$ cat config.mk
export PLATFORM = sky130hd
export DESIGN_NAME = audio_biquad_top
export DESIGN_NICKNAME = d
export VERILOG_FILES = /design/src/hw/audio_fmt_pkg.sv /design/src/hw/filter_ctrl_pkg.sv /design/src/hw/tap_counter.sv /design/src/hw/biquad_sequencer.sv /design/src/hw/coef_bank.sv /design/src/hw/biquad_datapath.sv /design/src/hw/sample_format.sv /design/src/hw/audio_biquad_top.sv
export SDC_FILE = /design/constraint.sdc
export NUM_CORES = 1
export LEC_CHECK = 0
export ABC_AREA = 1
export BUFFER_PORTS_ARGS = -buffer_cell sky130_fd_sc_hd__buf_4
export CAP_MARGIN = 20
export CORE_AREA = 5 5 183 185
export CTS_CLUSTER_DIAMETER = 200
export DETAILED_ROUTE_END_ITERATION = 16
export DIE_AREA = 0 0 188 190
export PLACE_DENSITY = 0.82
export SYNTH_ARGS = -nofsm -noshare
export SYNTH_HDL_FRONTEND = slang
export SYNTH_SLANG_ARGS = --single-unit
export TNS_END_PERCENT = 10
$ cat constraint.sdc
create_clock -name clk -period 17.51 [get_ports clk]
set_input_delay 5.253 -clock clk [delete_from_list [all_inputs] [get_ports clk]]
set_output_delay 5.253 -clock clk [all_outputs]
set_load 0.1 [all_outputs]
$ cat src/hw/audio_fmt_pkg.sv
// Audio sample, coefficient and DAC word widths with their data types
package audio_fmt_pkg;

    // ADC input word from the converter, signed
    parameter int ADC_W = 24;

    // Working sample width inside the filter
    parameter int SAMPLE_W = 16;

    // DAC word as the converter expects it
    parameter int DAC_W = 32;

    // Coefficient width and fraction bits, Q2.14
    parameter int COEF_W    = 16;
    parameter int COEF_FRAC = 14;

    // Raw 24-bit signed sample from the ADC
    typedef logic signed [ADC_W-1:0] adc_word_t;

    // Truncated sample, top 16 bits of the ADC word
    typedef logic signed [SAMPLE_W-1:0] sample_t;

    // Signed fixed point coefficient
    // 1.0 is 16384, range just under +/-2.0
    typedef logic signed [COEF_W-1:0] coef_t;

    // Packed output word
    // 8 pad bits, 16-bit audio, 8 pad bits
    typedef logic [DAC_W-1:0] dac_word_t;

endpackage

$ cat src/hw/filter_ctrl_pkg.sv
// Sequencer states, filter mode codes, tap count and coefficient tables
package filter_ctrl_pkg;

    // One MAC step per biquad term
    parameter int NUM_TAPS = 5;

    // Mode input codes, code 3 is unused and treated as bypass
    typedef enum logic [1:0] {
        MODE_BYPASS   = 2'd0,
        MODE_BANDPASS = 2'd1,
        MODE_HALF     = 2'd2
    } filt_mode_e;

    // Per-sample walk: wait, five MACs, round, write out
    typedef enum logic [1:0] {
        IDLE  = 2'd0,
        MAC   = 2'd1,
        ROUND = 2'd2,
        WRITE = 2'd3
    } seq_state_e;

    // Shared constants in Q2.14
    parameter audio_fmt_pkg::coef_t COEF_ZERO = 16'sd0;
    parameter audio_fmt_pkg::coef_t COEF_ONE  = 16'sd16384;
    parameter audio_fmt_pkg::coef_t COEF_HALF = 16'sd8192;

    // Bandpass set, b = 0.9676 -1.8868 0.9221
    parameter audio_fmt_pkg::coef_t BP_B0 = 16'sd15853;
    parameter audio_fmt_pkg::coef_t BP_B1 = -16'sd30913;
    parameter audio_fmt_pkg::coef_t BP_B2 = 16'sd15108;

    // Feedback terms held as -a1 and -a2
    // a1 = -1.8861, a2 = 0.8922
    parameter audio_fmt_pkg::coef_t BP_NEG_A1 = 16'sd30902;
    parameter audio_fmt_pkg::coef_t BP_NEG_A2 = -16'sd14618;

endpackage

$ cat src/hw/tap_counter.sv
// Tap index counter for one MAC pass with last-tap flag
module tap_counter
    import filter_ctrl_pkg::*;
(
    input  logic       clk,
    input  logic       rst_n,
    input  logic       clear,
    input  logic       tap_en,
    output logic [2:0] tap_index,
    output logic       last_tap
);

    // Index of the final feedback tap
    localparam logic [2:0] LAST_IDX = 3'(NUM_TAPS - 1);

    // Raised during the final MAC cycle so the FSM leaves MAC on that edge
    assign last_tap = (tap_index == LAST_IDX);

    always_ff @(posedge clk) begin
        if (!rst_n) begin
            tap_index <= '0;
        end else if (clear) begin
            // New sample restarts at b0
            tap_index <= '0;
        end else if (tap_en) begin
            // Wrap after the last tap
            if (last_tap) begin
                tap_index <= '0;
            end else begin
                tap_index <= tap_index + 3'd1;
            end
        end
    end

endmodule

$ cat src/hw/biquad_sequencer.sv
// Biquad control FSM: sample accept, MAC pass, round, write and overrun flag
module biquad_sequencer
    import filter_ctrl_pkg::*;
(
    input  logic clk,
    input  logic rst_n,
    input  logic sample_strobe,
    input  logic last_tap,
    output logic accept,
    output logic tap_en,
    output logic round,
    output logic write,
    output logic overrun
);

    seq_state_e state_q;
    seq_state_e state_d;

    // Strobe only counts while waiting
    assign accept = sample_strobe && (state_q == IDLE);

    // Step strobes, one per state
    assign tap_en = (state_q == MAC);
    assign round  = (state_q == ROUND);
    assign write  = (state_q == WRITE);

    // Next state
    always_comb begin
        state_d = state_q;
        case (state_q)
            IDLE: begin
                if (sample_strobe) begin
                    state_d = MAC;
                end
            end
            MAC: begin
                // Five MAC cycles, exit on the one flagged last
                if (last_tap) begin
                    state_d = ROUND;
                end
            end
            ROUND: begin
                state_d = WRITE;
            end
            WRITE: begin
                // Back to IDLE, next strobe can be taken right away
                state_d = IDLE;
            end
            default: begin
                state_d = IDLE;
            end
        endcase
    end

    always_ff @(posedge clk) begin
        if (!rst_n) begin
            state_q <= IDLE;
        end else begin
            state_q <= state_d;
        end
    end

    // Busy strobe gets dropped
    // flag lasts one cycle after the edge that saw it
    always_ff @(posedge clk) begin
        if (!rst_n) begin
            overrun <= 1'b0;
        end else begin
            overrun <= sample_strobe && (state_q != IDLE);
        end
    end

endmodule

$ cat src/hw/coef_bank.sv
// Mode latch and per-mode coefficient table indexed by tap
module coef_bank
    import audio_fmt_pkg::*;
    import filter_ctrl_pkg::*;
(
    input  logic       clk,
    input  logic       rst_n,
    input  logic       accept,
    input  filt_mode_e mode,
    input  logic [2:0] tap_index,
    output coef_t      coef
);

    // Mode frozen for the sample in flight
    filt_mode_e mode_q;

    always_ff @(posedge clk) begin
        if (!rst_n) begin
            mode_q <= MODE_BYPASS;
        end else if (accept) begin
            mode_q <= mode;
        end
    end

    // Tap order: b0 b1 b2 -a1 -a2
    always_comb begin
        coef = COEF_ZERO;
        case (mode_q)
            MODE_BANDPASS: begin
                case (tap_index)
                    3'd0:    coef = BP_B0;
                    3'd1:    coef = BP_B1;
                    3'd2:    coef = BP_B2;
                    3'd3:    coef = BP_NEG_A1;
                    3'd4:    coef = BP_NEG_A2;
                    default: coef = COEF_ZERO;
                endcase
            end
            MODE_HALF: begin
                // Only the direct term, 0.5
                if (tap_index == 3'd0) begin
                    coef = COEF_HALF;
                end
            end
            default: begin
                // Bypass and the spare code, unity on x[n]
                if (tap_index == 3'd0) begin
                    coef = COEF_ONE;
                end
            end
        endcase
    end

endmodule

$ cat src/hw/biquad_datapath.sv
// Biquad history, shared multiplier, guarded accumulator, round and saturate
module biquad_datapath
    import audio_fmt_pkg::*;
#(
    parameter int ACC_GUARD = 8
) (
    input  logic       clk,
    input  logic       rst_n,
    input  sample_t    sample,
    input  coef_t      coef,
    input  logic [2:0] tap_index,
    input  logic       tap_en,
    input  logic       round,
    output sample_t    result
);

    // Full product width, then guard bits against MAC growth
    localparam int PROD_W = SAMPLE_W + COEF_W;
    localparam int ACC_W  = PROD_W + ACC_GUARD;

    // Half an LSB of the output, added before the shift
    localparam logic signed [ACC_W-1:0] RND_HALF = ACC_W'(2 ** (COEF_FRAC - 1));

    // Output range limits at accumulator width
    localparam logic signed [ACC_W-1:0] SAT_MAX = ACC_W'(2 ** (SAMPLE_W - 1) - 1);
    localparam logic signed [ACC_W-1:0] SAT_MIN = -ACC_W'(2 ** (SAMPLE_W - 1));

    // Filter history
    sample_t x1;
    sample_t x2;
    sample_t y1;
    sample_t y2;

    sample_t                    operand;
    logic signed [PROD_W-1:0]   prod;
    logic signed [ACC_W-1:0]    prod_ext;
    logic signed [ACC_W-1:0]    acc;
    logic signed [ACC_W-1:0]    acc_rnd;
    logic signed [ACC_W-1:0]    acc_shr;
    sample_t                    sat_val;

    // Operand follows the tap order
    always_comb begin
        case (tap_index)
            3'd0:    operand = sample;
            3'd1:    operand = x1;
            3'd2:    operand = x2;
            3'd3:    operand = y1;
            3'd4:    operand = y2;
            default: operand = '0;
        endcase
    end

    // Single shared multiplier, signed Q1.15 x Q2.14
    assign prod     = operand * coef;
    assign prod_ext = ACC_W'(prod);

    // Accumulator, loads on b0 and adds the rest
    always_ff @(posedge clk) begin
        if (!rst_n) begin
            acc <= '0;
        end else if (tap_en) begin
            if (tap_index == 3'd0) begin
                acc <= prod_ext;
            end else begin
                acc <= acc + prod_ext;
            end
        end
    end

    // Round to nearest, drop the fraction bits
    assign acc_rnd = acc + RND_HALF;
    assign acc_shr = acc_rnd >>> COEF_FRAC;

    // Clip to 16-bit signed
    always_comb begin
        if (acc_shr > SAT_MAX) begin
            sat_val = sample_t'(SAT_MAX);
        end else if (acc_shr < SAT_MIN) begin
            sat_val = sample_t'(SAT_MIN);
        end else begin
            sat_val = acc_shr[SAMPLE_W-1:0];
        end
    end

    // Round step: hold the result and shift both delay lines
    always_ff @(posedge clk) begin
        if (!rst_n) begin
            result <= '0;
            x1     <= '0;
            x2     <= '0;
            y1     <= '0;
            y2     <= '0;
        end else if (round) begin
            result <= sat_val;
            x2     <= x1;
            x1     <= sample;
            y2     <= y1;
            // Feedback uses the clipped value, same as the output
            y1     <= sat_val;
        end
    end

endmodule

$ cat src/hw/sample_format.sv
// ADC word capture and truncation, DAC word packing with valid pulse
module sample_format
    import audio_fmt_pkg::*;
(
    input  logic      clk,
    input  logic      rst_n,
    input  adc_word_t adc_data,
    input  logic      accept,
    input  logic      write,
    input  sample_t   result,
    output sample_t   sample,
    output dac_word_t dac_data,
    output logic      dac_valid
);

    // Zero bits on each side of the audio field
    localparam int PAD_W = (DAC_W - SAMPLE_W) / 2;

    // Keep the top 16 bits, low 8 bits of the ADC word dropped
    always_ff @(posedge clk) begin
        if (accept) begin
            sample <= adc_data[ADC_W-1 -: SAMPLE_W];
        end
    end

    // Output word held until the next write
    always_ff @(posedge clk) begin
        if (!rst_n) begin
            dac_data <= '0;
        end else if (write) begin
            dac_data <= {{PAD_W{1'b0}}, result, {PAD_W{1'b0}}};
        end
    end

    // One cycle per new word
    always_ff @(posedge clk) begin
        if (!rst_n) begin
            dac_valid <= 1'b0;
        end else begin
            dac_valid <= write;
        end
    end

endmodule

$ cat src/hw/audio_biquad_top.sv
// Audio biquad top level: sequencer, tap counter, coefficients, datapath, formatter
module audio_biquad_top
    import audio_fmt_pkg::*;
    import filter_ctrl_pkg::*;
#(
    parameter int ACC_GUARD = 8
) (
    input  logic       clk,
    input  logic       rst_n,
    input  adc_word_t  adc_data,
    input  logic       sample_strobe,
    input  filt_mode_e mode,
    output dac_word_t  dac_data,
    output logic       dac_valid,
    output logic       overrun
);

    // Control strobes from the FSM
    logic       accept;
    logic       tap_en;
    logic       round;
    logic       write;

    // Tap walk
    logic [2:0] tap_index;
    logic       last_tap;

    // Data between blocks
    coef_t      coef;
    sample_t    sample;
    sample_t    result;

    biquad_sequencer u_seq (
        .clk           (clk),
        .rst_n         (rst_n),
        .sample_strobe (sample_strobe),
        .last_tap      (last_tap),
        .accept        (accept),
        .tap_en        (tap_en),
        .round         (round),
        .write         (write),
        .overrun       (overrun)
    );

    tap_counter u_taps (
        .clk       (clk),
        .rst_n     (rst_n),
        .clear     (accept),
        .tap_en    (tap_en),
        .tap_index (tap_index),
        .last_tap  (last_tap)
    );

    coef_bank u_coef (
        .clk       (clk),
        .rst_n     (rst_n),
        .accept    (accept),
        .mode      (mode),
        .tap_index (tap_index),
        .coef      (coef)
    );

    biquad_datapath #(
        .ACC_GUARD (ACC_GUARD)
    ) u_dp (
        .clk       (clk),
        .rst_n     (rst_n),
        .sample    (sample),
        .coef      (coef),
        .tap_index (tap_index),
        .tap_en    (tap_en),
        .round     (round),
        .result    (result)
    );

    sample_format u_fmt (
        .clk       (clk),
        .rst_n     (rst_n),
        .adc_data  (adc_data),
        .accept    (accept),
        .write     (write),
        .result    (result),
        .sample    (sample),
        .dac_data  (dac_data),
        .dac_valid (dac_valid)
    );

endmodule

==> results.sh <==
export IMPL_drive_gt1_frac=0.0555
export IMPL_wl_met2_um=28700
export IMPL_grt_total_usage=0.342
export IMPL_syn2layout_area_growth_pct=5.59
export IMPL_post_route_drc_count=0
export IMPL_drtIter0Drc=1753
export IMPL_maxCapViolations=0
export IMPL_cts_buffer_depth=2
export IMPL_coreArea_um2=31900
export IMPL_tightestPinTransition_ns=1.09
export IMPL_cts_sinks=145
export IMPL_top_layer="met4"
export IMPL_synth_seq_cells=145
export IMPL_yosysMostFrequentCell="nand2_1"
export IMPL_fillers=2870
export IMPL_place_hpwl_um=49500
export IMPL_worst_r2r_setup_slack_ns=6.49
export IMPL_drv_slew=0
export IMPL_synth_top_area_frac=0.259
export IMPL_crit_top_cell="inv_1"
export IMPL_grt_pass1_wl_um=96800
export IMPL_ys_types=45
export IMPL_crit_path_start_kind="flop"
export IMPL_postRouteAntennaNets=0
export IMPL_yosysTopAreaCell="fa_1"
export IMPL_rsz0062_at_grt="false"
export IMPL_crit_type="reg -> reg"
export IMPL_clkTransAtPathRegs_ns=0.07
export IMPL_wl_per_cell_um=18.5
export IMPL_grt_pass1_vias=19000
export IMPL_yosys_top_cells_count="611 x nand2_1, 561 x inv_1, 388 x nor2_1"
export IMPL_min_period_ns=11.02
export IMPL_syn_inst=2871
export IMPL_cp_slowest_cell="a21oi_2"
export IMPL_numCtsBuffers=17
export IMPL_dieHeight_um=190
export IMPL_synth_edf_count=16
export IMPL_critPathMaxStageDelay_ns=0.60
export IMPL_post_cts_setup_buffers=0
export IMPL_postSynth_asyncResetShare=0
export IMPL_whs_ns=0.496
export IMPL_root_buffer="clkbuf_16"
export IMPL_rows=66
export IMPL_slew_headroom=0.272
export IMPL_clock_skew_ns=0.0146
export IMPL_wl_met1_um=23700
export IMPL_hold_viol=0
export IMPL_die_w_um=188
export IMPL_fin_setup_tns_ns=0
export IMPL_n_antenna_cell=0
export IMPL_grt_max_degree=112
export IMPL_syn_avg_cell_area_um2=7.04
export IMPL_cp_top_family="adder cells"
export IMPL_crit_required_ns=17.85
export IMPL_fmax_mhz=90.7
export IMPL_cts_resized=0
export IMPL_holdBufCountCts=0
export IMPL_setup_viol=0
export IMPL_outcome="finished clean"
export IMPL_synth_area_leaders="fa_1 26%, dfxtp_1 13%, nand2_1 11%"
export IMPL_via_per_inst=5.69
export IMPL_cp_end_kind="flop"
export IMPL_critical_path_buf_inv_count=14
export IMPL_overflow=0
export IMPL_clock_latency_ns=0.44
export IMPL_wl_met3_um=4730
export IMPL_final_core_util=0.670
export IMPL_cts_tree="done"
export IMPL_synth_warnings=0
export IMPL_globalplace_congestion=1.02
export IMPL_syn_cell_area_um2=20200
export IMPL_wirelength_um=60900
export IMPL_ys_flop_type="dfxtp_1"
export IMPL_vias=18700
export IMPL_initial_core_util=0.634
export IMPL_cp_max_fo=60
export IMPL_fin_crit_sh=0.629
export IMPL_drt_pass1_iterations=6
export IMPL_dieArea_um2=35700
export IMPL_antenna_found_initial=0
export IMPL_io_pins=63
export IMPL_h_tree_depth=4
export IMPL_arrival_ns=11.36
export IMPL_nets=3296
export IMPL_port_buffers=38
export IMPL_min_path_type="reg -> reg"
export IMPL_seq_area_frac_synth=0.151
==> final timing paths <==
| path | start | endpoint | cells after the start |
|---|---|---|---|
| max | u_taps.tap_index[0]$_SDFFE_PP0N_ | u_dp.acc[35]$_SDFFE_PN0N_ | 47 |
| min | u_coef.mode_q[1]$_SDFFE_PN0P_ | u_coef.mode_q[1]$_SDFFE_PN0P_ | 2 |
| max reg2reg | u_taps.tap_index[0]$_SDFFE_PP0N_ | u_dp.acc[35]$_SDFFE_PN0N_ | 47 |
| min reg2reg | u_coef.mode_q[1]$_SDFFE_PN0P_ | u_coef.mode_q[1]$_SDFFE_PN0P_ | 2 |
==> kinds of logic after synthesis <==
group           synth area share
flops                      0.151
buf+inv                    0.128
other cells             0.000185
simple gates               0.254
xor+xnor                  0.0165
fa+ha+maj                  0.344
compound gates             0.106
==> sequential cells by signal (all words and copies together) (netlist names) <==
register          cells
u_dp.acc             40
u_dp.x1              16
u_dp.x2              16
u_dp.y1              16
u_dp.y2              16
u_fmt.dac_data       16
u_fmt.sample         16
u_taps.tap_index      3
u_coef.mode_q         2
u_seq.state_q         2
u_fmt.dac_valid       1
u_seq.overrun         1
==> worst reg2reg max path: cells and delay by family, from the launching register on <==
family / cells / cell delay (ns)
adders and majority gates: 9 / 4.39
AOI/OAI and AO/OA: 1 / 0.60
buffers and inverters: 14 / 1.88
DFF: 1 / 0.36
and+or+nand+nor: 23 / 3.70
==> through the flow <==
stage | cells | worst slack [ns] | cell area [µm²]
global route | 3289 | 5.74 | 21400
global placement | 3255 | 6.84 | 20700
floorplan | 2886 | 9.47 | 20300
finish | 3289 | 6.49 | 21400
detailed placement | 3256 | 6.71 | 20800
CTS | 3288 | 6.65 | 21300
==> routing by layer <==
layer / global-route usage / vias to the layer above
li1: - / 8777
met4: 0.181 / 0
met2: 0.578 / 868
met1: 0.429 / 8860
met3: 0.0483 / 211
met5: 0 / -
==> cell usage in the layout (no fill, tap or decap), drive strengths merged, types with 30 or more instances in the layout <==
master and count:
nand3 124, fa 262, buf 50, inv 588
o21ai 167, dfxtp 129, ha 137, nand2 631
xor2 30, a21oi 152, nor2 406
==> layout make-up <==
cell class / instances / area (µm²) / share of cell area
Tap cell: 408 / 510 / 0.0239
Timing Repair Buffer: 50 / 408 / 0.0191
Inverter: 580 / 2180 / 0.102
Multi-Input combinational cell: 2074 / 14600 / 0.685
Clock inverter: 13 / 116 / 0.00545
Clock buffer: 19 / 443 / 0.0207
Sequential cell: 145 / 3060 / 0.143
Power is not shown: default switching activity piles up to over one toggle a cycle in this logic, so the estimate is an artifact.
